<file path="config.mk">
export PLATFORM = sky130hd
export DESIGN_NAME = top_vga
export DESIGN_NICKNAME = d
export VERILOG_FILES = /design/src/verilog/vga_pkg.sv /design/src/verilog/ui_pkg.sv /design/src/verilog/vga_if.sv /design/src/verilog/vga_timing.sv /design/src/verilog/screen_state_fsm.sv /design/src/verilog/draw_background.sv /design/src/verilog/draw_cursor.sv /design/src/verilog/top_vga.sv
export SDC_FILE = /design/constraint.sdc
export NUM_CORES = 1
export LEC_CHECK = 0
export ABC_AREA = 1
export BUFFER_PORTS_ARGS = -buffer_cell sky130_fd_sc_hd__buf_2
export CORE_MARGIN = 2
export CORE_UTILIZATION = 50
export DETAILED_ROUTE_END_ITERATION = 6
export PLACE_DENSITY = 0.82
export SETUP_SLACK_MARGIN = 0.5
export SYNTH_ARGS = -nofsm -noshare
export SYNTH_HDL_FRONTEND = slang
export SYNTH_SLANG_ARGS = --single-unit
</file>
<file path="constraint.sdc">
create_clock -name clk -period 3.2 [get_ports clk]
set_clock_uncertainty 0.2 [all_clocks]
set_input_delay 0.48 -clock clk [delete_from_list [all_inputs] [get_ports clk]]
set_output_delay 0.48 -clock clk [all_outputs]
set_load 0.02 [all_outputs]
</file>
<file path="src/verilog/vga_pkg.sv">
// VGA timing package with the pixel counter width, the colour word width and the default geometry.

`default_nettype none

package vga_pkg;

    localparam int COORD_W = 11; // pixel counters and mouse coordinates share this width.
    localparam int RGB_W   = 12; // four bits each of red, green and blue.

    // The defaults give the 1024x768 mode at 60 Hz.
    localparam logic [COORD_W-1:0] DEF_H_ACTIVE = 11'd1024; // visible pixels per line.
    localparam logic [COORD_W-1:0] DEF_H_FRONT  = 11'd24;   // pixels between active area and sync.
    localparam logic [COORD_W-1:0] DEF_H_SYNC   = 11'd136;  // width of the horizontal sync pulse.
    localparam logic [COORD_W-1:0] DEF_H_BACK   = 11'd160;  // pixels between sync and next line.

    localparam logic [COORD_W-1:0] DEF_V_ACTIVE = 11'd768; // visible lines per frame.
    localparam logic [COORD_W-1:0] DEF_V_FRONT  = 11'd3;   // lines between active area and sync.
    localparam logic [COORD_W-1:0] DEF_V_SYNC   = 11'd6;   // width of the vertical sync pulse.
    localparam logic [COORD_W-1:0] DEF_V_BACK   = 11'd29;  // lines between sync and next frame.

    // A total line of 1344 pixels and a total frame of 806 lines both fit in COORD_W bits.

endpackage

`default_nettype wire

</file>
<file path="src/verilog/ui_pkg.sv">
// User interface package with the screen states, the screen colours and the on-screen shapes.

`default_nettype none

package ui_pkg;

    import vga_pkg::*;

    typedef enum logic [1:0] {
        MENU  = 2'b00,
        PLAY  = 2'b01,
        PAUSE = 2'b10
    } screen_state_e;

    // Colours are packed as red, green, blue from the top nibble down.
    localparam logic [RGB_W-1:0] MENU_RGB   = 12'h226; // dark blue menu background.
    localparam logic [RGB_W-1:0] PLAY_RGB   = 12'h040; // dark green playfield.
    localparam logic [RGB_W-1:0] PAUSE_RGB  = 12'h555; // grey pause screen.
    localparam logic [RGB_W-1:0] BUTTON_RGB = 12'hfa0; // orange start button.
    localparam logic [RGB_W-1:0] CURSOR_RGB = 12'hfff; // white cursor square.

    // The START button is clickable and painted over the same rectangle.
    localparam logic [COORD_W-1:0] BTN_X = 11'd16; // left edge of the button.
    localparam logic [COORD_W-1:0] BTN_Y = 11'd16; // top edge of the button.
    localparam logic [COORD_W-1:0] BTN_W = 11'd24; // button width in pixels.
    localparam logic [COORD_W-1:0] BTN_H = 11'd12; // button height in pixels.

    localparam logic [COORD_W-1:0] CURSOR_SIZE = 11'd4; // side of the square cursor.

endpackage

`default_nettype wire

</file>
<file path="src/verilog/vga_if.sv">
// VGA stream interface carrying pixel counters, sync, blanking and colour between pipeline stages.

`default_nettype none

interface vga_if;

    import vga_pkg::*;

    logic [COORD_W-1:0] hcount; // current pixel within the line.
    logic [COORD_W-1:0] vcount; // current line within the frame.
    logic               hsync;
    logic               hblnk;
    logic               vsync;
    logic               vblnk;
    logic [RGB_W-1:0]   rgb;

    modport out (
        output hcount,
        output vcount,
        output hsync,
        output hblnk,
        output vsync,
        output vblnk,
        output rgb
    );

    modport in (
        input hcount,
        input vcount,
        input hsync,
        input hblnk,
        input vsync,
        input vblnk,
        input rgb
    );

endinterface

`default_nettype wire

</file>
<file path="src/verilog/vga_timing.sv">
// VGA timing generator with free-running counters and registered sync and blanking.

`default_nettype none

module vga_timing #(
    parameter logic [vga_pkg::COORD_W-1:0] H_ACTIVE = vga_pkg::DEF_H_ACTIVE,
    parameter logic [vga_pkg::COORD_W-1:0] H_FRONT  = vga_pkg::DEF_H_FRONT,
    parameter logic [vga_pkg::COORD_W-1:0] H_SYNC   = vga_pkg::DEF_H_SYNC,
    parameter logic [vga_pkg::COORD_W-1:0] H_BACK   = vga_pkg::DEF_H_BACK,
    parameter logic [vga_pkg::COORD_W-1:0] V_ACTIVE = vga_pkg::DEF_V_ACTIVE,
    parameter logic [vga_pkg::COORD_W-1:0] V_FRONT  = vga_pkg::DEF_V_FRONT,
    parameter logic [vga_pkg::COORD_W-1:0] V_SYNC   = vga_pkg::DEF_V_SYNC,
    parameter logic [vga_pkg::COORD_W-1:0] V_BACK   = vga_pkg::DEF_V_BACK
) (
    input  logic clk,
    input  logic rst_n,
    vga_if.out   tim_out
);

    import vga_pkg::*;

    localparam logic [COORD_W-1:0] H_TOTAL      = H_ACTIVE + H_FRONT + H_SYNC + H_BACK;
    localparam logic [COORD_W-1:0] H_SYNC_START = H_ACTIVE + H_FRONT;
    localparam logic [COORD_W-1:0] H_SYNC_END   = H_SYNC_START + H_SYNC;
    localparam logic [COORD_W-1:0] V_TOTAL      = V_ACTIVE + V_FRONT + V_SYNC + V_BACK;
    localparam logic [COORD_W-1:0] V_SYNC_START = V_ACTIVE + V_FRONT;
    localparam logic [COORD_W-1:0] V_SYNC_END   = V_SYNC_START + V_SYNC;

    logic [COORD_W-1:0] h_cnt;
    logic [COORD_W-1:0] v_cnt;
    logic [COORD_W-1:0] h_cnt_nxt;
    logic [COORD_W-1:0] v_cnt_nxt;

    always_comb begin
        h_cnt_nxt = h_cnt + 1'b1;
        v_cnt_nxt = v_cnt;
        if (h_cnt == H_TOTAL - 1'b1) begin
            h_cnt_nxt = '0; // end of line starts the next one.
            v_cnt_nxt = (v_cnt == V_TOTAL - 1'b1) ? '0 : v_cnt + 1'b1;
        end
    end

    // The counters run one step ahead so the first edge out of reset shows pixel (0,0).
    always_ff @(posedge clk) begin
        if (!rst_n) begin
            h_cnt          <= '0;
            v_cnt          <= '0;
            tim_out.hcount <= '0;
            tim_out.vcount <= '0;
            tim_out.hsync  <= 1'b0;
            tim_out.vsync  <= 1'b0;
            tim_out.hblnk  <= 1'b0;
            tim_out.vblnk  <= 1'b0;
        end else begin
            h_cnt          <= h_cnt_nxt;
            v_cnt          <= v_cnt_nxt;
            tim_out.hcount <= h_cnt;
            tim_out.vcount <= v_cnt;
            tim_out.hsync  <= (h_cnt >= H_SYNC_START) && (h_cnt < H_SYNC_END);
            tim_out.vsync  <= (v_cnt >= V_SYNC_START) && (v_cnt < V_SYNC_END);
            tim_out.hblnk  <= (h_cnt >= H_ACTIVE); // blanked past the visible pixels.
            tim_out.vblnk  <= (v_cnt >= V_ACTIVE); // blanked past the visible lines.
        end
    end

    assign tim_out.rgb = '0; // the timing stage carries no colour.

endmodule

`default_nettype wire

</file>
<file path="src/verilog/screen_state_fsm.sv">
// Screen state machine that turns mouse clicks into the MENU, PLAY and PAUSE screens.

`default_nettype none

module screen_state_fsm (
    input  logic                          clk,
    input  logic                          rst_n,
    input  logic [vga_pkg::COORD_W-1:0]   xpos,
    input  logic [vga_pkg::COORD_W-1:0]   ypos,
    input  logic                          mouse_left,
    input  logic                          mouse_right,
    output ui_pkg::screen_state_e         state
);

    import ui_pkg::*;

    logic          left_d;      // last cycle's left button level.
    logic          right_d;     // last cycle's right button level.
    logic          left_rise;
    logic          right_rise;
    logic          on_button;
    screen_state_e state_nxt;

    assign left_rise  = mouse_left && !left_d;   // a held button counts only once.
    assign right_rise = mouse_right && !right_d;

    assign on_button = (xpos >= BTN_X) && (xpos < BTN_X + BTN_W) &&
                       (ypos >= BTN_Y) && (ypos < BTN_Y + BTN_H);

    always_comb begin
        state_nxt = state;
        case (state)
            MENU: begin
                if (left_rise && on_button) begin
                    state_nxt = PLAY; // only the START button leaves the menu.
                end
            end
            PLAY: begin
                if (right_rise) begin
                    state_nxt = PAUSE;
                end
            end
            PAUSE: begin
                if (left_rise) begin
                    state_nxt = PLAY; // left wins when both buttons rise together.
                end else if (right_rise) begin
                    state_nxt = MENU;
                end
            end
            default: begin
                state_nxt = MENU; // the unused encoding falls back to the menu.
            end
        endcase
    end

    always_ff @(posedge clk) begin
        if (!rst_n) begin
            state   <= MENU;
            left_d  <= 1'b0;
            right_d <= 1'b0;
        end else begin
            state   <= state_nxt;
            left_d  <= mouse_left;
            right_d <= mouse_right;
        end
    end

endmodule

`default_nettype wire

</file>
<file path="src/verilog/draw_background.sv">
// Background painter that fills each screen in its colour and draws the START button on the menu.

`default_nettype none

module draw_background #(
    parameter logic [vga_pkg::COORD_W-1:0] H_ACTIVE = vga_pkg::DEF_H_ACTIVE,
    parameter logic [vga_pkg::COORD_W-1:0] V_ACTIVE = vga_pkg::DEF_V_ACTIVE
) (
    input  logic                  clk,
    input  logic                  rst_n,
    input  ui_pkg::screen_state_e state,
    vga_if.in                     bg_in,
    vga_if.out                    bg_out
);

    import vga_pkg::*;
    import ui_pkg::*;

    screen_state_e    state_frame; // screen shown during the current frame.
    screen_state_e    state_draw;
    logic             frame_start;
    logic             active;
    logic             in_button;
    logic [RGB_W-1:0] rgb_nxt;

    assign frame_start = (bg_in.hcount == '0) && (bg_in.vcount == '0);

    // The new state already applies to the first pixel of the frame.
    assign state_draw = frame_start ? state : state_frame;

    assign active = (bg_in.hcount < H_ACTIVE) && (bg_in.vcount < V_ACTIVE);

    assign in_button = (bg_in.hcount >= BTN_X) && (bg_in.hcount < BTN_X + BTN_W) &&
                       (bg_in.vcount >= BTN_Y) && (bg_in.vcount < BTN_Y + BTN_H);

    always_comb begin
        if (!active) begin
            rgb_nxt = '0; // the monitor expects black while blanked.
        end else if (state_draw == MENU && in_button) begin
            rgb_nxt = BUTTON_RGB;
        end else begin
            case (state_draw)
                PLAY:    rgb_nxt = PLAY_RGB;
                PAUSE:   rgb_nxt = PAUSE_RGB;
                default: rgb_nxt = MENU_RGB;
            endcase
        end
    end

    always_ff @(posedge clk) begin
        if (!rst_n) begin
            state_frame   <= MENU;
            bg_out.hcount <= '0;
            bg_out.vcount <= '0;
            bg_out.hsync  <= 1'b0;
            bg_out.vsync  <= 1'b0;
            bg_out.hblnk  <= 1'b0;
            bg_out.vblnk  <= 1'b0;
            bg_out.rgb    <= '0;
        end else begin
            if (frame_start) begin
                state_frame <= state; // held for the rest of the frame.
            end
            bg_out.hcount <= bg_in.hcount;
            bg_out.vcount <= bg_in.vcount;
            bg_out.hsync  <= bg_in.hsync;
            bg_out.vsync  <= bg_in.vsync;
            bg_out.hblnk  <= bg_in.hblnk;
            bg_out.vblnk  <= bg_in.vblnk;
            bg_out.rgb    <= rgb_nxt;
        end
    end

endmodule

`default_nettype wire

</file>
<file path="src/verilog/draw_cursor.sv">
// Cursor stage that overlays a square at the mouse position and registers the VGA pins.

`default_nettype none

module draw_cursor (
    input  logic                        clk,
    input  logic                        rst_n,
    input  logic [vga_pkg::COORD_W-1:0] xpos,
    input  logic [vga_pkg::COORD_W-1:0] ypos,
    vga_if.in                           cur_in,
    output logic                        hs,
    output logic                        vs,
    output logic [vga_pkg::RGB_W-1:0]   rgb
);

    import vga_pkg::*;
    import ui_pkg::*;

    logic [COORD_W-1:0] x_frame; // cursor position held for the frame.
    logic [COORD_W-1:0] y_frame;
    logic [COORD_W-1:0] x_draw;
    logic [COORD_W-1:0] y_draw;
    logic               frame_start;
    logic               active;
    logic               in_cursor;
    logic [RGB_W-1:0]   rgb_nxt;

    assign frame_start = (cur_in.hcount == '0) && (cur_in.vcount == '0);

    assign x_draw = frame_start ? xpos : x_frame;
    assign y_draw = frame_start ? ypos : y_frame;

    assign active = !cur_in.hblnk && !cur_in.vblnk;

    // Offsets are compared instead of end points so a position near the counter limit cannot wrap.
    assign in_cursor = (cur_in.hcount >= x_draw) && (cur_in.hcount - x_draw < CURSOR_SIZE) &&
                       (cur_in.vcount >= y_draw) && (cur_in.vcount - y_draw < CURSOR_SIZE);

    always_comb begin
        if (active && in_cursor) begin
            rgb_nxt = CURSOR_RGB;
        end else begin
            rgb_nxt = cur_in.rgb; // the background shows through everywhere else.
        end
    end

    always_ff @(posedge clk) begin
        if (!rst_n) begin
            x_frame <= '0;
            y_frame <= '0;
            hs      <= 1'b0;
            vs      <= 1'b0;
            rgb     <= '0;
        end else begin
            if (frame_start) begin
                x_frame <= xpos;
                y_frame <= ypos;
            end
            hs  <= cur_in.hsync;
            vs  <= cur_in.vsync;
            rgb <= rgb_nxt;
        end
    end

endmodule

`default_nettype wire

</file>
<file path="src/verilog/top_vga.sv">
// VGA screen top level connecting timing, screen selection, background and cursor to the pins.

`default_nettype none

module top_vga #(
    parameter logic [vga_pkg::COORD_W-1:0] H_ACTIVE = vga_pkg::DEF_H_ACTIVE,
    parameter logic [vga_pkg::COORD_W-1:0] H_FRONT  = vga_pkg::DEF_H_FRONT,
    parameter logic [vga_pkg::COORD_W-1:0] H_SYNC   = vga_pkg::DEF_H_SYNC,
    parameter logic [vga_pkg::COORD_W-1:0] H_BACK   = vga_pkg::DEF_H_BACK,
    parameter logic [vga_pkg::COORD_W-1:0] V_ACTIVE = vga_pkg::DEF_V_ACTIVE,
    parameter logic [vga_pkg::COORD_W-1:0] V_FRONT  = vga_pkg::DEF_V_FRONT,
    parameter logic [vga_pkg::COORD_W-1:0] V_SYNC   = vga_pkg::DEF_V_SYNC,
    parameter logic [vga_pkg::COORD_W-1:0] V_BACK   = vga_pkg::DEF_V_BACK
) (
    input  logic                        clk,
    input  logic                        rst_n,
    input  logic [vga_pkg::COORD_W-1:0] xpos,
    input  logic [vga_pkg::COORD_W-1:0] ypos,
    input  logic                        mouse_left,
    input  logic                        mouse_right,
    output logic                        hs,
    output logic                        vs,
    output logic [3:0]                  r,
    output logic [3:0]                  g,
    output logic [3:0]                  b
);

    import vga_pkg::*;
    import ui_pkg::*;

    vga_if bg_in();  // timing generator to background painter.
    vga_if bg_out(); // background painter to cursor stage.

    screen_state_e    state;
    logic [RGB_W-1:0] rgb;

    assign {r, g, b} = rgb; // red sits in the top nibble.

    vga_timing #(
        .H_ACTIVE(H_ACTIVE), .H_FRONT(H_FRONT), .H_SYNC(H_SYNC), .H_BACK(H_BACK),
        .V_ACTIVE(V_ACTIVE), .V_FRONT(V_FRONT), .V_SYNC(V_SYNC), .V_BACK(V_BACK)
    ) u_vga_timing (
        .clk,
        .rst_n,
        .tim_out(bg_in)
    );

    screen_state_fsm u_screen_state_fsm (
        .clk,
        .rst_n,
        .xpos,
        .ypos,
        .mouse_left,
        .mouse_right,
        .state
    );

    draw_background #(
        .H_ACTIVE(H_ACTIVE),
        .V_ACTIVE(V_ACTIVE)
    ) u_draw_background (
        .clk,
        .rst_n,
        .state,
        .bg_in(bg_in),
        .bg_out(bg_out)
    );

    draw_cursor u_draw_cursor (
        .clk,
        .rst_n,
        .xpos,
        .ypos,
        .cur_in(bg_out),
        .hs,
        .vs,
        .rgb
    );

endmodule

`default_nettype wire

</file>
==> impl_metrics.ini, run 1 <==
[status]
outcome = finished, violations left
violations = DRC, setup timing

[clock_network]
cts_tree = done
cts.clk_slew.worst_paths_ns = 0.06
cts_root_buf = clkbuf_8
cts-htree-levels = 4
clk_latency_ns = 0.52
clk_path_buf_depth = 2
cts_buffers = 17
cts_sinks = 119

[timing]
fmax_mhz = 308.1
max_slew_margin_pct = 60.72
setup_violations = 8
min_period_ns = 3.246
fin_ws_ns = -0.04588
hold_viol = 0
rsz0062_at_grt = true
tns_ns = -0.2524
drv_slew = 0
period_share_pct = 101.4
tightest_slew_ns = 0.5891
fin_hold_ws_ns = 0.05076

[global_route]
grt_pass1_wl_mm = 19.84
grt_max_degree = 64
antenna_found_initial = 0
grt-ovfl-total = 0
grt_pass1_vias = 4556
grt.total_usage_pct = 21.44

[routing]
drt_iter0_markers = 365
vias_per_cell = 5.067
first_pass_iters = 7
drcViolationCount = 12
num_vias = 5037
antenna_left = 0
wl_mm = 13.43
wire_per_inst_um = 13.51

[cells_and_area]
n_antenna_cell = 0
syn_to_final_growth_pct = 28.88
drive_above_1_share_pct = 26.70
final_cell_area_sq_mm = 0.007208
nets = 895
utilization_pct = 66.20

[placement]
io_buffer_count = 39
placed_cell_area_sq_mm = 0.006131
hpwl_mm = 8.820
place_congestion = 0.9035
pre_cts_slack_ns = -0.1367

[logic_synthesis]
syn_area_sq_mm = 0.005593
ys_seq_elements = 119
synthArstFlopShare_pct = 0
yosys_warnings = 0
synth_nets = 804
synth_common_cells = nand2_1 (163), inv_1 (138), dfxtp_1 (119), nor2_1 (95), ha_1 (28)
syn_avg_cell_area_sq_um = 7.457
yosysMostFrequentCell = nand2_1
yosysSeqAreaShare_pct = 42.60
yosys.area.top_type = dfxtp_1
synth_edf_count = 0
synth_ff_type = dfxtp_1
synth_top_cells_by_area = dfxtp_1 (43%), nand2_1 (11%), inv_1 (9.3%)
synth_top_area_share_pct = 42.60
synth_cell_type_count = 45
synth_cells = 750

[worst_setup_path]
slowest_delay_ns = 0.35
critPathRequiredTime_ns = 3.47
cp-end-kind = flip-flop
critPathMaxFanout = 9
worstSetupPathType = reg -> reg
setup.worst_path.start_class = flip-flop
timing.critical_path.mode_cell = nand2_1
cp.arrival_ns = 3.51
cp_slowest_cell = dfxtp_1

[power_and_ir_drop]
total_leakage_power_nw = 3.851
swShare_pct = 24.81
p_clk_share_pct = 49.3
p_per_area_mw_per_mm2 = 528.9
ir_drop_uv = 389.0
pwr-share-seq_pct = 40.3
p_switching_mw = 0.9460
p_comb_share_pct = 10.4
intPower_mw = 2.866

[floorplanning]
die_h_um = 109.8
start_util_pct = 51.37
row_count = 38
die_width_um = 109.8
dieArea_sq_mm = 0.01205
io_pins = 40
core-area_sq_mm = 0.01089

[worst_hold_path]
hp-class = in -> reg

[flow_run]
cap_violations = 0
[layout make-up]
class                   instances  area [sq um]
well taps                     140         175.2
clock buffers                  17         414.1
repair buffers                 90         603.1
multi-input cells             473          2913
clock inverters                15         178.9
flip-flops and latches        119          2394
inverters                     140         530.5
fillers                       836          3680
[path summary, 6_finish.rpt]
| kind | startpoint | slack [ns] | endpoint | cells after the start |
|---|---|---|---|---|
| worst min register to register | u_vga_timing.tim_out.hblnk | 0.20 | u_draw_background.bg_out.hblnk | 2 |
| worst max register to register | u_draw_background.bg_out.vcount[1] | -0.05 | u_draw_cursor.rgb[2] | 25 |
| worst min-delay path | xpos[0] | 0.05 | u_draw_cursor.x_frame[0] | 3 |
| worst max-delay path | u_draw_background.bg_out.vcount[1] | -0.05 | u_draw_cursor.rgb[2] | 25 |
[routing by layer]
metal	routed length, um	GRT usage, %
met2	6487	36.07
met5	0	0
met3	702	6.758
met4	452	10.58
met1	5787	24.53
[what timing repair did]
| action | in CTS | in global routing |
|---|---|---|
| endpoints found under the setup margin | 14 | 23 |
| setup buffers | 6 | 12 |
| hold buffers | 2 | 0 |
| cloned | 0 | 0 |
| pin swaps | 14 | 24 |
| gates resized for setup | 28 | 59 |
| endpoints found under the hold margin | 2 | 0 |
[power groups by stage]
stage	clock, mW	sequential (mW)	combinational (mW)
finish	1.88	1.54	0.397
global route	1.97	1.54	0.433
CTS	1.90	1.53	0.355
detailed placement	0	1.56	0.323
global placement	0	1.56	0.318
floorplan	0	1.56	0.238
[cells in the final DEF (no fill, tap or decap), types with 4 or more instances in the layout]
cell and instances:
nand3b_1 5, nand4_1 13, nand2_2 22, mux2i_2 4
mux2i_1 8, inv_1 133, a211oi_1 7, nor3_1 15
clkinv_2 4, ha_1 26, nand2_4 6, xor2_1 4
nand3_1 21, a21oi_1 15, inv_2 6, nor2_4 4
nand3_2 6, clkbuf_16 16, nor2_1 83, nor4_1 4
nand2_1 152, nor2_2 12, buf_2 39, a21oi_2 7
buf_4 46, dfxtp_1 110, dfxtp_2 9, o21ai_0 10
clkinv_4 6
[worst max-delay path: cells and delay by family (launching register included)]
kind	cells	cell delay [ns]
compound gates	1	0.05
fa+ha+maj	1	0.18
buf+inv	4	0.37
flops	1	0.35
simple gates	19	2.03
[metrics by stage]
step,instances,total power [mW]
floorplan,750,1.800
global placement,942,1.879
detailed placement,942,1.886
CTS,982,3.791
global route,994,3.943
finish,994,3.812
[state kept, by name, summed over array words and instances (netlist names), 9 cells and up, named ones only]
name / cells
u_draw_background.bg_out.hcount: 11
u_draw_background.bg_out.vcount: 11
u_draw_cursor.x_frame: 9
u_draw_cursor.y_frame: 11
u_vga_timing.h_cnt: 11
u_vga_timing.tim_out.hcount: 11
u_vga_timing.tim_out.vcount: 11
u_vga_timing.v_cnt: 11
[cell families (layout without fill, tap and decap cells)]
family          count (synthesis)  in the layout  synth area share, %
compound gates                 63             63                6.913
xor+xnor                        5              5               0.7830
fa+ha+maj                      28             28                6.264
buf+inv                       158            262                11.05
flops                         119            119                42.59
mux                            15             15                2.684
simple gates                  362            362                29.71
(Power assumes the default switching activity.)
==> inputs of run 2 (changes only) <==
--- a/config.mk
+++ b/config.mk
@@ -5,7 +5,6 @@
 export SDC_FILE = /design/constraint.sdc
 export NUM_CORES = 1
 export LEC_CHECK = 0
-export ABC_AREA = 1
 export BUFFER_PORTS_ARGS = -buffer_cell sky130_fd_sc_hd__buf_2
 export CORE_MARGIN = 2
 export CORE_UTILIZATION = 50
==> impl_metrics.ini, run 2 <==
[worst_setup_path]
critPathMaxFanout = 8
cp_slowest_cell = a2111o_4
timing.rr.start = u_draw_background.bg_out.vcount[6]
cp-end-kind = flip-flop
slowest_delay_ns = 0.45
r2r_cells = 18
worstSetupPathType = reg -> reg
worstPathCellList = nor4_4, nand4_1, nor2_4, buf_12, buf_12, mux2i_4, ha_4, nor2b_2, buf_4, o211ai_4, a21oi_2, buf_4, o21a_1, or3_4, o21ai_1, a31oi_1, a2111o_4, nand2_2
critical_path.top_delay_family = simple AND/OR/NAND/NOR gates
regToRegSetupSlack_ns = -1.15
setup.worst_path.start_class = flip-flop
cp_num_buf_inv = 4
r2r_end = u_draw_cursor.rgb[4]
critPathRequiredTime_ns = 3.46
cp.arrival_ns = 4.61

[logic_synthesis]
synth_cell_type_count = 63
yosys_warnings = 0
synthArstFlopShare_pct = 0
synthAdderAreaFrac_pct = 6.678
synth_cells = 554
yosysSeqAreaShare_pct = 45.41
synth_ff_type = dfxtp_1
synth_compound_area_share_pct = 10.28
synth_top_cells_by_area = dfxtp_1 (45%), and2_1 (6.9%), ha_1 (6.7%)
synthMuxAreaShare_pct = 4.627
yosys.area.top_type = dfxtp_1
syn_area_sq_mm = 0.005246
yosysMostFrequentCell = dfxtp_1
syn_avg_cell_area_sq_um = 9.470
synth_edf_count = 0
synth_top_family_by_area = simple AND/OR/NAND/NOR gates
synth_simple_gate_area_share_pct = 26.33
synth_xor_area_share_pct = 3.005
ys_seq_elements = 119
synth_common_cells = dfxtp_1 (119), and2_1 (58), nor2_1 (38), ha_1 (28), nand2_1 (28)
synth_nets = 608
synth_top_area_share_pct = 45.41

[floorplanning]
row_count = 37
core-area_sq_mm = 0.01028
die_h_um = 106.4
io_pins = 40
die_width_um = 106.4
start_util_pct = 51.05
dieArea_sq_mm = 0.01133

[clock_network]
cts_sinks = 119
clk_latency_ns = 0.51
cts_buffers = 17
cts_tree = done
clk_path_buf_depth = 2
cts_root_buf = clkbuf_8
cts.clk_slew.worst_paths_ns = 0.06
cts-htree-levels = 4

[routing]
num_vias = 4589
vias_per_cell = 5.502
drt_iter0_markers = 251
wl_mm = 14.65
wire_per_inst_um = 17.57
antenna_left = 0
drcViolationCount = 0
first_pass_iters = 4

[timing]
tns_ns = -9.093
hold_viol = 0
min_period_ns = 4.353
tightest_slew_ns = 0.6874
period_share_pct = 136.0
drv_slew = 0
rsz0062_at_grt = true
setup_violations = 8
max_slew_margin_pct = 54.17
fin_ws_ns = -1.153
fmax_mhz = 229.7

[placement]
pre_cts_slack_ns = -1.111
hpwl_mm = 8.809
io_buffer_count = 39
place_congestion = 0.9255
placed_cell_area_sq_mm = 0.006075

[cells_and_area]
final_cell_area_sq_mm = 0.007197
layout_commonest_cell = dfxtp_1
drive_above_1_share_pct = 34.10
final_cell_mix = dfxtp_1 (116), buf_4 (88), and2_1 (57), buf_2 (39), nor2_1 (34)
syn_to_final_growth_pct = 37.18
utilization_pct = 70.03
n_antenna_cell = 0
nets = 739

[global_route]
antenna_found_initial = 0
grt-ovfl-total = 0
met1_usage_pct = 28.18
grt_max_degree = 94
grt.total_usage_pct = 26.83
grt_util_met3_pct = 8.093
grt_pass1_wl_mm = 23.56
top_usage_layer = met2
use_met2_pct = 47.30
grt_pass1_vias = 4839

[flow_run]
cap_violations = 0

[power_and_ir_drop]
p_comb_share_pct = 11.6
pwr-share-seq_pct = 41.0
ir_drop_uv = 367.7
p_clk_share_pct = 47.4
total_leakage_power_nw = 3.184
p_per_area_mw_per_mm2 = 519.0
p_switching_mw = 0.9572
swShare_pct = 25.62
intPower_mw = 2.778

[status]
violations = setup timing
outcome = finished, violations left

[worst_hold_path]
min_path_cells = 2
hp-class = in -> reg
hp-start = mouse_left
hold_end = u_screen_state_fsm.left_d
run 2: cell types whose count changed in the layout (fill, tap and decap cells not counted), moves of 25 or more:
cell,change
buf_4,+42
inv_1,-113
nand2_1,-124
nor2b_1,+25
nor2_1,-49
and2_1,+57
run 2: logic make-up after synthesis:
group | Yosys count
flops | 119
compound gates | 78
fa+ha+maj | 28
mux | 24
xor+xnor | 18
buf+inv | 46
simple gates | 241
run 2: what timing repair did:
item	4_1_cts	5_1_grt
resized for setup	36	31
buffers inserted	18	6
pin swaps	31	20
setup endpoints to repair	16	16
hold endpoints to repair	1	0
hold buffers	1	0
run 2: through the flow:
| stage | std cells | total power [mW] | hold WS, ns |
|---|---|---|---|
| 6_report | 834 | 3.736 | 0.02313 |
| 5_1_grt | 834 | 3.871 | 0.01245 |
| 4_1_cts | 828 | 3.699 | 0.002739 |
| 3_5_place_dp | 777 | 1.880 | 0.2209 |
| 3_3_place_gp | 777 | 1.862 | 0.2156 |
| 2_1_floorplan | 554 | 1.747 | 0.2119 |
run 2: final cells by class:
| cell class | instances | area (sq um) |
|---|---|---|
| inverter | 22 | 82.58 |
| fill | 712 | 3080 |
| clock inverter | 14 | 138.9 |
| timing repair buffer | 136 | 977.2 |
| tap | 136 | 170.2 |
| sequential | 119 | 2386 |
| multi-input combinational | 389 | 3024 |
| clock buffer | 18 | 417.9 |
run 2: worst max-delay path by stage:
| stage | slack, ns | depth (start not counted) | to | start |
|---|---|---|---|---|
| global route | -1.29 | 18 | u_draw_cursor.rgb[4] | u_draw_background.bg_out.vcount[6] |
| global placement | -0.86 | 15 | u_draw_cursor.rgb[2] | u_draw_background.bg_out.hcount[0] |
| detailed placement | -1.11 | 15 | u_draw_cursor.rgb[10] | u_draw_background.bg_out.vcount[6] |
| floorplan | -0.61 | 13 | u_draw_cursor.rgb[10] | u_draw_background.bg_out.hcount[5] |
| finish | -1.15 | 18 | u_draw_cursor.rgb[4] | u_draw_background.bg_out.vcount[6] |
| CTS | -0.93 | 17 | u_draw_cursor.rgb[2] | u_draw_background.bg_out.vcount[9] |
run 2: per-layer routing:
| metal | up-vias | part of all wire, % |
|---|---|---|
| met3 | 76 | 4.6 |
| met4 | 0 | 5.8 |
| li1 | 2184 | - |
| met2 | 154 | 52 |
| met5 | - | 0 |
| met1 | 2175 | 38 |
run 2: power by group through the flow:
stage | registers, mW | logic, mW | clock network, mW
3_5_place_dp | 1.56 | 0.319 | 0
5_1_grt | 1.54 | 0.461 | 1.87
6_report | 1.53 | 0.432 | 1.77
2_1_floorplan | 1.56 | 0.188 | 0
3_3_place_gp | 1.56 | 0.303 | 0
4_1_cts | 1.53 | 0.385 | 1.78
